<file path="src/logic/egress_sched_pkg.sv">
//////////////////////////////
// Egress scheduler package
//////////////////////////////
`default_nettype none

package egress_sched_pkg;

    //////////////////////////////
    // Sizes
    localparam int NUM_PORTS       = 4;
    // Highest index is the highest priority
    localparam int QUEUES_PER_PORT = 4;
    localparam int NUM_QUEUES      = NUM_PORTS * QUEUES_PER_PORT;
    localparam int QUEUE_DEPTH     = 8;

    localparam int WORD_BYTES    = 64;
    localparam int MTU_BYTES     = 1500;
    localparam int MIN_PKT_BYTES = 64;

    localparam int BUF_DEPTH = 8;
    // Two pipeline stages plus one
    localparam int BUF_SLACK = 3;

    //////////////////////////////
    // Shaper
    localparam int SHAPER_DEC   = 8;
    localparam int ETH_OVERHEAD = 20;

    //////////////////////////////
    // Types
    typedef logic [$clog2(NUM_QUEUES)-1:0]      qid_t;
    typedef logic [$clog2(NUM_PORTS)-1:0]       port_t;
    typedef logic [$clog2(QUEUES_PER_PORT)-1:0] prio_t;
    typedef logic [$clog2(MTU_BYTES+1)-1:0]     pkt_len_t;
    typedef logic [$clog2(WORD_BYTES+1)-1:0]    word_bytes_t;

    // Last flag on top of the byte count
    typedef logic [$bits(word_bytes_t):0] word_desc_t;

    typedef logic [$clog2(WORD_BYTES+ETH_OVERHEAD+1)-1:0] credit_t;

    // Port in the upper bits of a queue number
    function automatic port_t qid_port(qid_t qid);
        return qid[$bits(qid_t)-1 -: $bits(port_t)];
    endfunction

    function automatic prio_t qid_prio(qid_t qid);
        return qid[$bits(prio_t)-1:0];
    endfunction

endpackage

`default_nettype wire
</file>
<file path="src/logic/egress_sched_top.sv">
//////////////////////////////
// Egress scheduler top
//////////////////////////////
`timescale 1ns/1ns
`default_nettype none

module egress_sched_top
    import egress_sched_pkg::*;
(
    input  wire logic                 core_clk_ifc,
    input  wire logic                 rst_n,
    input  wire logic                 enq_valid,
    input  wire qid_t                 enq_qid,
    input  wire pkt_len_t             enq_len,
    input  wire logic [NUM_PORTS-1:0] port_enable,
    output logic [NUM_QUEUES-1:0]     queue_empty,
    output logic [NUM_QUEUES-1:0]     queue_full,
    output logic [NUM_PORTS-1:0]      out_valid,
    output word_bytes_t               out_bytes [NUM_PORTS],
    output logic [NUM_PORTS-1:0]      out_last,
    output prio_t                     out_prio [NUM_PORTS]
);

    logic                 req_valid;
    qid_t                 req_qid;
    qid_t                 head_qid;
    pkt_len_t             head_len;
    logic                 pop_valid;
    qid_t                 pop_qid;
    logic                 done_valid;
    port_t                done_port;
    logic                 done_last;
    logic                 wr_valid;
    port_t                wr_port;
    word_bytes_t          wr_bytes;
    logic                 wr_last;
    prio_t                wr_prio;
    logic [NUM_PORTS-1:0] buf_ready;

    queue_store queue_store_i (
        .core_clk_ifc (core_clk_ifc),
        .rst_n        (rst_n),
        .enq_valid    (enq_valid),
        .enq_qid      (enq_qid),
        .enq_len      (enq_len),
        .head_qid     (head_qid),
        .head_len     (head_len),
        .pop_valid    (pop_valid),
        .pop_qid      (pop_qid),
        .queue_empty  (queue_empty),
        .queue_full   (queue_full)
    );

    prio_arbiter prio_arbiter_i (
        .core_clk_ifc (core_clk_ifc),
        .rst_n        (rst_n),
        .queue_empty  (queue_empty),
        .port_enable  (port_enable),
        .buf_ready    (buf_ready),
        .done_valid   (done_valid),
        .done_port    (done_port),
        .done_last    (done_last),
        .req_valid    (req_valid),
        .req_qid      (req_qid)
    );

    dequeue_engine dequeue_engine_i (
        .core_clk_ifc (core_clk_ifc),
        .rst_n        (rst_n),
        .req_valid    (req_valid),
        .req_qid      (req_qid),
        .head_qid     (head_qid),
        .head_len     (head_len),
        .pop_valid    (pop_valid),
        .pop_qid      (pop_qid),
        .done_valid   (done_valid),
        .done_port    (done_port),
        .done_last    (done_last),
        .wr_valid     (wr_valid),
        .wr_port      (wr_port),
        .wr_bytes     (wr_bytes),
        .wr_last      (wr_last),
        .wr_prio      (wr_prio)
    );

    for (genvar p = 0; p < NUM_PORTS; p++) begin : g_port
        egress_port_buf port_buf_i (
            .core_clk_ifc (core_clk_ifc),
            .rst_n        (rst_n),
            .wr_valid     (wr_valid && (wr_port == port_t'(p))),
            .wr_bytes     (wr_bytes),
            .wr_last      (wr_last),
            .wr_prio      (wr_prio),
            .buf_ready    (buf_ready[p]),
            .out_valid    (out_valid[p]),
            .out_bytes    (out_bytes[p]),
            .out_last     (out_last[p]),
            .out_prio     (out_prio[p])
        );
    end

endmodule

`default_nettype wire

</file>
<file path="src/logic/egress_port_buf.sv">
//////////////////////////////
// Egress buffer and shaper
//////////////////////////////
`timescale 1ns/1ns
`default_nettype none

module egress_port_buf
    import egress_sched_pkg::*;
(
    input  wire logic        core_clk_ifc,
    input  wire logic        rst_n,
    input  wire logic        wr_valid,
    input  wire word_bytes_t wr_bytes,
    input  wire logic        wr_last,
    input  wire prio_t       wr_prio,
    output logic             buf_ready,
    output logic             out_valid,
    output word_bytes_t      out_bytes,
    output logic             out_last,
    output prio_t            out_prio
);

    localparam int FILL_W = $clog2(BUF_DEPTH + 1);

    typedef logic [$bits(prio_t)+$bits(word_desc_t)-1:0] buf_item_t;

    buf_item_t  push_item;
    buf_item_t  head;
    word_desc_t wr_desc;
    word_desc_t head_desc;
    logic       empty;
    logic       full;
    logic       send;

    logic [FILL_W-1:0] fill;
    credit_t           credit;

    assign wr_desc   = {wr_last, wr_bytes};
    assign push_item = {wr_prio, wr_desc};

    desc_fifo #(
        .item_t (buf_item_t),
        .DEPTH  (BUF_DEPTH)
    ) word_fifo_i (
        .core_clk_ifc (core_clk_ifc),
        .rst_n        (rst_n),
        .push         (wr_valid),
        .push_item    (push_item),
        .pop          (send),
        .head         (head),
        .empty        (empty),
        .full         (full)
    );

    assign {out_prio, head_desc} = head;
    assign out_last  = head_desc[$bits(word_desc_t)-1];
    assign out_bytes = head_desc[$bits(word_bytes_t)-1:0];

    //////////////////////////////
    // Back-pressure
    // Room for the words that may still be in the pipeline
    assign buf_ready = (FILL_W'(BUF_DEPTH) - fill) >= FILL_W'(BUF_SLACK);

    always_ff @(posedge core_clk_ifc or negedge rst_n) begin
        if (!rst_n) begin
            fill <= '0;
        end else begin
            case ({wr_valid, send})
                2'b10:   fill <= fill + 1'b1;
                2'b01:   fill <= fill - 1'b1;
                default: fill <= fill;
            endcase
        end
    end

    //////////////////////////////
    // Byte-credit shaper
    assign send      = !empty && (credit == '0);
    assign out_valid = send;

    always_ff @(posedge core_clk_ifc or negedge rst_n) begin
        if (!rst_n) begin
            credit <= '0;
        end else if (send) begin
            // Interframe gap and preamble after the packet
            credit <= credit_t'(out_bytes) + (out_last ? credit_t'(ETH_OVERHEAD) : '0);
        end else if (credit > credit_t'(SHAPER_DEC)) begin
            credit <= credit - credit_t'(SHAPER_DEC);
        end else begin
            credit <= '0;
        end
    end

    // Arbiter slack must cover every word still in flight
    assert property (@(posedge core_clk_ifc) disable iff (!rst_n) wr_valid |-> !full);

endmodule

`default_nettype wire

</file>
<file path="src/logic/dequeue_engine.sv">
//////////////////////////////
// Two-stage dequeue engine
//////////////////////////////
`timescale 1ns/1ns
`default_nettype none

module dequeue_engine
    import egress_sched_pkg::*;
(
    input  wire logic     core_clk_ifc,
    input  wire logic     rst_n,
    input  wire logic     req_valid,
    input  wire qid_t     req_qid,
    output qid_t          head_qid,
    input  wire pkt_len_t head_len,
    output logic          pop_valid,
    output qid_t          pop_qid,
    output logic          done_valid,
    output port_t         done_port,
    output logic          done_last,
    output logic          wr_valid,
    output port_t         wr_port,
    output word_bytes_t   wr_bytes,
    output logic          wr_last,
    output prio_t         wr_prio
);

    logic  s1_valid;
    qid_t  s1_qid;
    port_t s1_port;

    // Bytes still to cut from the packet in progress per port
    logic [NUM_PORTS-1:0] in_prog;
    pkt_len_t             rem [NUM_PORTS];

    pkt_len_t    cur_len;
    logic        cur_last;
    word_bytes_t cur_bytes;

    //////////////////////////////
    // Stage 1
    assign s1_port  = qid_port(s1_qid);
    assign head_qid = s1_qid;

    assign cur_len   = in_prog[s1_port] ? rem[s1_port] : head_len;
    assign cur_last  = (cur_len <= pkt_len_t'(WORD_BYTES));
    assign cur_bytes = cur_last ? word_bytes_t'(cur_len) : word_bytes_t'(WORD_BYTES);

    // Descriptor leaves the queue with its last word
    assign pop_valid = s1_valid && cur_last;
    assign pop_qid   = s1_qid;

    assign done_valid = s1_valid;
    assign done_port  = s1_port;
    assign done_last  = cur_last;

    always_ff @(posedge core_clk_ifc or negedge rst_n) begin
        if (!rst_n) begin
            s1_valid <= 1'b0;
            in_prog  <= '0;
            wr_valid <= 1'b0;
        end else begin
            s1_valid <= req_valid;
            wr_valid <= s1_valid;
            if (s1_valid) begin
                in_prog[s1_port] <= !cur_last;
            end
        end
    end

    //////////////////////////////
    // Stage 2
    always_ff @(posedge core_clk_ifc) begin
        if (req_valid) begin
            s1_qid <= req_qid;
        end
        if (s1_valid) begin
            // Meaningless after the last word, in_prog ignores it
            rem[s1_port] <= cur_len - pkt_len_t'(WORD_BYTES);
            wr_port      <= s1_port;
            wr_bytes     <= cur_bytes;
            wr_last      <= cur_last;
            wr_prio      <= qid_prio(s1_qid);
        end
    end

endmodule

`default_nettype wire

</file>
<file path="src/logic/prio_arbiter.sv">
//////////////////////////////
// Strict-priority arbiter
//////////////////////////////
`timescale 1ns/1ns
`default_nettype none

module prio_arbiter
    import egress_sched_pkg::*;
(
    input  wire logic                  core_clk_ifc,
    input  wire logic                  rst_n,
    input  wire logic [NUM_QUEUES-1:0] queue_empty,
    input  wire logic [NUM_PORTS-1:0]  port_enable,
    input  wire logic [NUM_PORTS-1:0]  buf_ready,
    input  wire logic                  done_valid,
    input  wire port_t                 done_port,
    input  wire logic                  done_last,
    output logic                       req_valid,
    output qid_t                       req_qid
);

    logic [NUM_PORTS-1:0] lock_valid;
    logic [NUM_PORTS-1:0] in_flight;
    logic [NUM_PORTS-1:0] has_work;
    logic [NUM_PORTS-1:0] eligible;
    prio_t                lock_prio [NUM_PORTS];
    prio_t                pick_prio [NUM_PORTS];

    port_t last_port;
    port_t grant_port;
    logic  grant;

    //////////////////////////////
    // Queue choice per port
    always_comb begin
        for (int p = 0; p < NUM_PORTS; p++) begin
            has_work[p]  = lock_valid[p];
            pick_prio[p] = lock_prio[p];
            if (!lock_valid[p]) begin
                // Ascending scan, so the highest non-empty queue wins
                for (int q = 0; q < QUEUES_PER_PORT; q++) begin
                    if (!queue_empty[p * QUEUES_PER_PORT + q]) begin
                        has_work[p]  = 1'b1;
                        pick_prio[p] = prio_t'(q);
                    end
                end
            end
            eligible[p] = port_enable[p] && buf_ready[p] && !in_flight[p] && has_work[p];
        end
    end

    //////////////////////////////
    // Port rotation
    always_comb begin
        port_t cand;
        grant      = 1'b0;
        grant_port = last_port;
        // Nearest port after the last one served is checked last and wins
        for (int i = NUM_PORTS; i >= 1; i--) begin
            cand = last_port + port_t'(i);
            if (eligible[cand]) begin
                grant      = 1'b1;
                grant_port = cand;
            end
        end
    end

    always_ff @(posedge core_clk_ifc or negedge rst_n) begin
        if (!rst_n) begin
            req_valid  <= 1'b0;
            lock_valid <= '0;
            in_flight  <= '0;
            last_port  <= '0;
            for (int p = 0; p < NUM_PORTS; p++) begin
                lock_prio[p] <= '0;
            end
        end else begin
            req_valid <= grant;
            if (grant) begin
                in_flight[grant_port]  <= 1'b1;
                lock_valid[grant_port] <= 1'b1;
                lock_prio[grant_port]  <= pick_prio[grant_port];
                last_port              <= grant_port;
            end
            if (done_valid) begin
                in_flight[done_port] <= 1'b0;
                if (done_last) begin
                    lock_valid[done_port] <= 1'b0;
                end
            end
        end
    end

    always_ff @(posedge core_clk_ifc) begin
        if (grant) begin
            req_qid <= {grant_port, pick_prio[grant_port]};
        end
    end

    // Pop only comes with the last word, so every request finds a head
    assert property (@(posedge core_clk_ifc) disable iff (!rst_n)
        req_valid |-> !queue_empty[req_qid]);

endmodule

`default_nettype wire

</file>
<file path="src/logic/queue_store.sv">
//////////////////////////////
// Per-queue length store
//////////////////////////////
`timescale 1ns/1ns
`default_nettype none

module queue_store
    import egress_sched_pkg::*;
(
    input  wire logic     core_clk_ifc,
    input  wire logic     rst_n,
    input  wire logic     enq_valid,
    input  wire qid_t     enq_qid,
    input  wire pkt_len_t enq_len,
    input  wire qid_t     head_qid,
    output pkt_len_t      head_len,
    input  wire logic     pop_valid,
    input  wire qid_t     pop_qid,
    output logic [NUM_QUEUES-1:0] queue_empty,
    output logic [NUM_QUEUES-1:0] queue_full
);

    pkt_len_t heads [NUM_QUEUES];

    logic [NUM_QUEUES-1:0] push;
    logic [NUM_QUEUES-1:0] pop;

    for (genvar q = 0; q < NUM_QUEUES; q++) begin : g_queue
        // Enqueue to a full queue is dropped here
        assign push[q] = enq_valid && (enq_qid == qid_t'(q)) && !queue_full[q];
        assign pop[q]  = pop_valid && (pop_qid == qid_t'(q));

        desc_fifo #(
            .item_t (pkt_len_t),
            .DEPTH  (QUEUE_DEPTH)
        ) len_fifo_i (
            .core_clk_ifc (core_clk_ifc),
            .rst_n        (rst_n),
            .push         (push[q]),
            .push_item    (enq_len),
            .pop          (pop[q]),
            .head         (heads[q]),
            .empty        (queue_empty[q]),
            .full         (queue_full[q])
        );
    end

    // Head length of the queue in stage 1
    assign head_len = heads[head_qid];

endmodule

`default_nettype wire

</file>
<file path="src/logic/desc_fifo.sv">
//////////////////////////////
// Descriptor FIFO
//////////////////////////////
`timescale 1ns/1ns
`default_nettype none

module desc_fifo #(
    parameter type item_t = logic [7:0],
    parameter int  DEPTH  = 8
) (
    input  wire logic  core_clk_ifc,
    input  wire logic  rst_n,
    input  wire logic  push,
    input  wire item_t push_item,
    input  wire logic  pop,
    output item_t      head,
    output logic       empty,
    output logic       full
);

    localparam int PTR_W = $clog2(DEPTH);
    localparam int CNT_W = $clog2(DEPTH + 1);

    item_t mem [DEPTH];

    logic [PTR_W-1:0] wr_ptr;
    logic [PTR_W-1:0] rd_ptr;
    logic [CNT_W-1:0] count;

    assign head  = mem[rd_ptr];
    assign empty = (count == '0);
    assign full  = (count == CNT_W'(DEPTH));

    always_ff @(posedge core_clk_ifc) begin
        if (push) begin
            mem[wr_ptr] <= push_item;
        end
    end

    always_ff @(posedge core_clk_ifc or negedge rst_n) begin
        if (!rst_n) begin
            wr_ptr <= '0;
            rd_ptr <= '0;
            count  <= '0;
        end else begin
            if (push) begin
                wr_ptr <= (wr_ptr == PTR_W'(DEPTH - 1)) ? '0 : wr_ptr + 1'b1;
            end
            if (pop) begin
                rd_ptr <= (rd_ptr == PTR_W'(DEPTH - 1)) ? '0 : rd_ptr + 1'b1;
            end
            case ({push, pop})
                2'b10:   count <= count + 1'b1;
                2'b01:   count <= count - 1'b1;
                default: count <= count;
            endcase
        end
    end

    // Callers gate their strobes with the flags
    assert property (@(posedge core_clk_ifc) disable iff (!rst_n) !(push && full));
    assert property (@(posedge core_clk_ifc) disable iff (!rst_n) !(pop && empty));

endmodule

`default_nettype wire

</file>
<file path="config.mk">
export PLATFORM = sky130hd
export DESIGN_NAME = egress_sched_top
export DESIGN_NICKNAME = d
export VERILOG_FILES = /design/src/logic/egress_sched_pkg.sv /design/src/logic/egress_sched_top.sv /design/src/logic/egress_port_buf.sv /design/src/logic/dequeue_engine.sv /design/src/logic/prio_arbiter.sv /design/src/logic/queue_store.sv /design/src/logic/desc_fifo.sv
export SDC_FILE = /design/constraint.sdc
export NUM_CORES = 2
export LEC_CHECK = 0
export BUFFER_PORTS_ARGS = -buffer_cell sky130_fd_sc_hd__buf_2
export CORE_MARGIN = 3
export CORE_UTILIZATION = 34
export CTS_CLUSTER_DIAMETER = 30
export DETAILED_ROUTE_END_ITERATION = 8
export PLACE_DENSITY = 0.48
export SYNTH_ARGS = -nofsm -noshare
export SYNTH_HDL_FRONTEND = slang
export SYNTH_SLANG_ARGS = --single-unit
</file>
<file path="constraint.sdc">
create_clock -name core_clk_ifc -period 7.8 [get_ports core_clk_ifc]
set_clock_uncertainty 0.05 [all_clocks]
set_input_delay 1.56 -clock core_clk_ifc [delete_from_list [all_inputs] [get_ports core_clk_ifc]]
set_output_delay 1.56 -clock core_clk_ifc [all_outputs]
set_load 0.01 [all_outputs]
</file>
==> results.cfg <==
[outcome]
status = finished clean

[timing]
drv_slew = 0
setup-tns-final_ns = 0
holdWs_ns = 0.415
rsz0062_at_grt = false
setup_viol = 0
hold_viol = 0
fin_crit_sh_pct = 79.0
worstMarginPinSlew_ns = 1.25
fin_crit_ns = 6.16
max_freq_mhz = 162
relSlewSlack_pct = 15.5

[synth]
synthCells = 4583
synth_seq_cells = 2063
syn_avg_cell_area_sq_um = 18.7
async_reset_ff_share_pct = 13.0
ys_warn_count = 0
synth-main-ff-cell = edfxtp_1
synthDistinctLibCells = 78
synthesis.nets = 4795
synth_seq_area_share_pct = 70.6
synth_area_sq_mm = 0.0858
synth_edf_count = 1792

[route]
drtIter0Drc = 3600
wl_per_cell_um = 24.6
firstDrtPassIters = 5
ant_nets = 0
totalWireLength_um = 219000
via_per_inst = 5.02
vias = 44500
route.detailed.drc = 0

[worst_setup_path]
end_kind = flop
cp_max_fo = 24
max_stage_delay_ns = 0.87
worstPathRequired_ns = 8.56
path_class = flop to flop
cpLargestDelayFamily = simple AND/OR/NAND/NOR gates
start_kind = flop
path_buf_inv = 2
cp.arrival_ns = 6.92
ff2ff_setup_slack_ns = 1.64
worst_path_max_delay_cell = dfrtp_1
path_cells = buf_4, mux4_2, mux2i_1, nor2_1, nor4_1, nor4_1, nor4_2, o311ai_4, buf_4, nor4_4, ha_1, ha_1, a21o_1, a21oi_1, xnor2_1, nor2_1, xor2_1

[power]
vdd_ir_drop_max_uv = 271
p_leak_uw = 0.0374
p_per_area_mw_per_mm2 = 387

[finish]
layout_commonest_cell = edfxtp_1
syn_to_final_growth_pct = 24.2
final_cell_mix = edfxtp_1 (1792), clkbuf_16 (465), mux4_2 (408), dfrtp_1 (269), buf_4 (256)
regArea_sq_mm = 0.0606
multi_input_area_sq_mm = 0.0232
fillCellCount = 21900
drive_gt1_share_pct = 29.7
nNetsFinal = 5369

[clock_tree]
clockRootBuffer = clkbuf_16
clk_pin_slew_ns = 0.05
cts_buffers = 459
clock_tree.buffer_depth = 4
clock_latency_ns = 1.01
postCtsHoldBufs = 0
cts_resized = 0
cts_tree = built
post-cts-setup-buffer-count = 0
htreeDepth = 5
clkSinkCount = 2063

[job]
cap_violations = 0

[die]
fp-row-count = 183
start_util_pct = 34.4
chipHeight_um = 508
core_area_sq_mm = 0.250
num_io_pins = 98
die_area_sq_mm = 0.259
die_x_um = 508

[grt]
grt_antenna_before_repair = 11
overflow = 0
grt_usage_pct = 16.9
grt_pass1_vias = 46800
grt_max_degree = 120
grt_pass1_wl_um = 322000

[place]
port_buffers = 97
gp_congestion = 0.778
dp_hpwl_um = 136000

[worst_hold_path]
min_path_type = flop to flop
## kinds of logic (layout without fill, tap and decap cells)
group,count (synthesis),in the layout,synth area share (%)
DFF,2063,2063,70.6
xor gates and xnor gates,117,117,1.19
other,0,12,0
AOI/OAI and AO/OA,350,350,2.65
buffers and inverters,366,1317,2.68
and+or+nand+nor,780,780,4.90
muxes,717,717,15.0
adders and majority gates,190,190,2.98
## layer usage
layer  wire length [um]  up-vias  track usage [%]
met5                 40        -                0
met1              99000    23400             23.9
met3              12400      359             3.47
met4               5000        6             4.92
met2             102000     1176             26.4
li1                   -    19600                -
## worst paths after layout
| check | startpoint | cells past startpoint | endpoint |
|---|---|---|---|
| worst max-delay path | queue_store_i.g_queue[12].len_fifo_i.rd_ptr[1] | 17 | queue_store_i.g_queue[11].len_fifo_i.count[3] |
| worst min-delay path | g_port[1].port_buf_i.word_fifo_i.count[3] | 1 | g_port[1].port_buf_i.word_fifo_i.count[3] |
| worst max register to register | queue_store_i.g_queue[12].len_fifo_i.rd_ptr[1] | 17 | queue_store_i.g_queue[11].len_fifo_i.count[3] |
| worst min register to register | g_port[1].port_buf_i.word_fifo_i.count[3] | 1 | g_port[1].port_buf_i.word_fifo_i.count[3] |
| max in group asynchronous | rst_n | 2 | g_port[1].port_buf_i.credit[3] |
| min in group asynchronous | rst_n | 1 | queue_store_i.g_queue[2].len_fifo_i.wr_ptr[2] |
## metrics by stage
stage | utilization [%] | setup WS (ns) | std cells | instance area [sq um] | total power (uW)
floorplan | - | 3.62 | 4583 | 85800 | 19400
CTS | 42.7 | 1.54 | 8864 | 107000 | 41800
global placement | 36.4 | 1.56 | 8026 | 90900 | 22100
finish | 42.7 | 1.64 | 8876 | 107000 | 41300
detailed placement | 36.4 | 1.57 | 8026 | 90900 | 22200
global route | 42.7 | 1.31 | 8869 | 107000 | 43100
## report_power, final
group,switching [uW],internal [uW],leakage [uW]
Combinational,4650,2930,0.0103
Sequential,992,13300,0.0196
Clock,5960,13400,0.00755
Total,11600,29700,0.0374
## Yosys cell counts (12+ instances only)
| library cell | number | share of area, % |
|---|---|---|
| buf_1 | 14 | 0.061 |
| nand2_1 | 220 | 0.96 |
| nor4_1 | 53 | 0.39 |
| nor4b_1 | 20 | 0.20 |
| dfrtp_1 | 269 | 7.8 |
| mux2_2 | 69 | 0.91 |
| nor2_1 | 174 | 0.76 |
| nand4_1 | 13 | 0.095 |
| a21o_1 | 46 | 0.40 |
| nor3_1 | 92 | 0.54 |
| or3_1 | 14 | 0.10 |
| buf_6 | 38 | 0.50 |
| nor4_2 | 13 | 0.19 |
| mux2_1 | 33 | 0.43 |
| nand2b_1 | 57 | 0.42 |
| or2_2 | 12 | 0.087 |
| buf_2 | 34 | 0.20 |
| edfxtp_1 | 1792 | 63 |
| a22oi_1 | 35 | 0.31 |
| clkbuf_1 | 51 | 0.22 |
| clkbuf_8 | 32 | 0.51 |
| fa_1 | 24 | 0.56 |
| o21ai_0 | 86 | 0.50 |
| inv_1 | 132 | 0.58 |
| nor3b_1 | 19 | 0.17 |
| xnor2_1 | 67 | 0.68 |
| nand3_1 | 16 | 0.093 |
| xor2_1 | 50 | 0.51 |
| nor4_4 | 14 | 0.35 |
| buf_4 | 56 | 0.49 |
| mux4_2 | 408 | 11 |
| mux4_1 | 29 | 0.89 |
| a21oi_1 | 49 | 0.29 |
| ha_1 | 166 | 2.4 |
| o22ai_1 | 69 | 0.50 |
| mux2i_1 | 177 | 2.1 |
## state kept, by name, summed over array words and instances, names as in the netlist, 7 cells and up, named ones only
signal,flops
g_port.port_buf_i.word_fifo_i.wr_ptr,12
g_port.port_buf_i.fill,16
queue_store_i.g_queue.len_fifo_i.count,64
prio_arbiter_i.lock_prio,8
g_port.port_buf_i.credit,28
dequeue_engine_i.rem,44
dequeue_engine_i.wr_bytes,7
g_port.port_buf_i.word_fifo_i.count,16
g_port.port_buf_i.word_fifo_i.rd_ptr,12
queue_store_i.g_queue.len_fifo_i.wr_ptr,48
g_port.port_buf_i.word_fifo_i.mem,320
queue_store_i.g_queue.len_fifo_i.mem,1408
queue_store_i.g_queue.len_fifo_i.rd_ptr,48
## worst reg2reg max path, stage by stage, from the launching register on
cell and delay [ns]:
dfrtp_1 0.87, buf_4 0.35, mux4_2 0.53, mux2i_1 0.33
nor2_1 0.08, nor4_1 0.83, nor4_1 0.20, nor4_2 0.47
o311ai_4 0.13, buf_4 0.35, nor4_4 0.58, ha_1 0.30
ha_1 0.24, a21o_1 0.17, a21oi_1 0.16, xnor2_1 0.14
nor2_1 0.07, xor2_1 0.14
## cell type report
| cell class | instances | area share (%) |
|---|---|---|
| Timing Repair Buffer | 344 | 2.25 |
| Tap cell | 3330 | 3.91 |
| Sequential cell | 2063 | 56.8 |
| Inverter | 135 | 0.475 |
| Antenna cell | 12 | 0.0282 |
| Clock inverter | 298 | 3.44 |
| Multi-Input combinational cell | 2154 | 21.8 |
| Clock buffer | 540 | 11.3 |
Power figures use the tool's default switching activity.
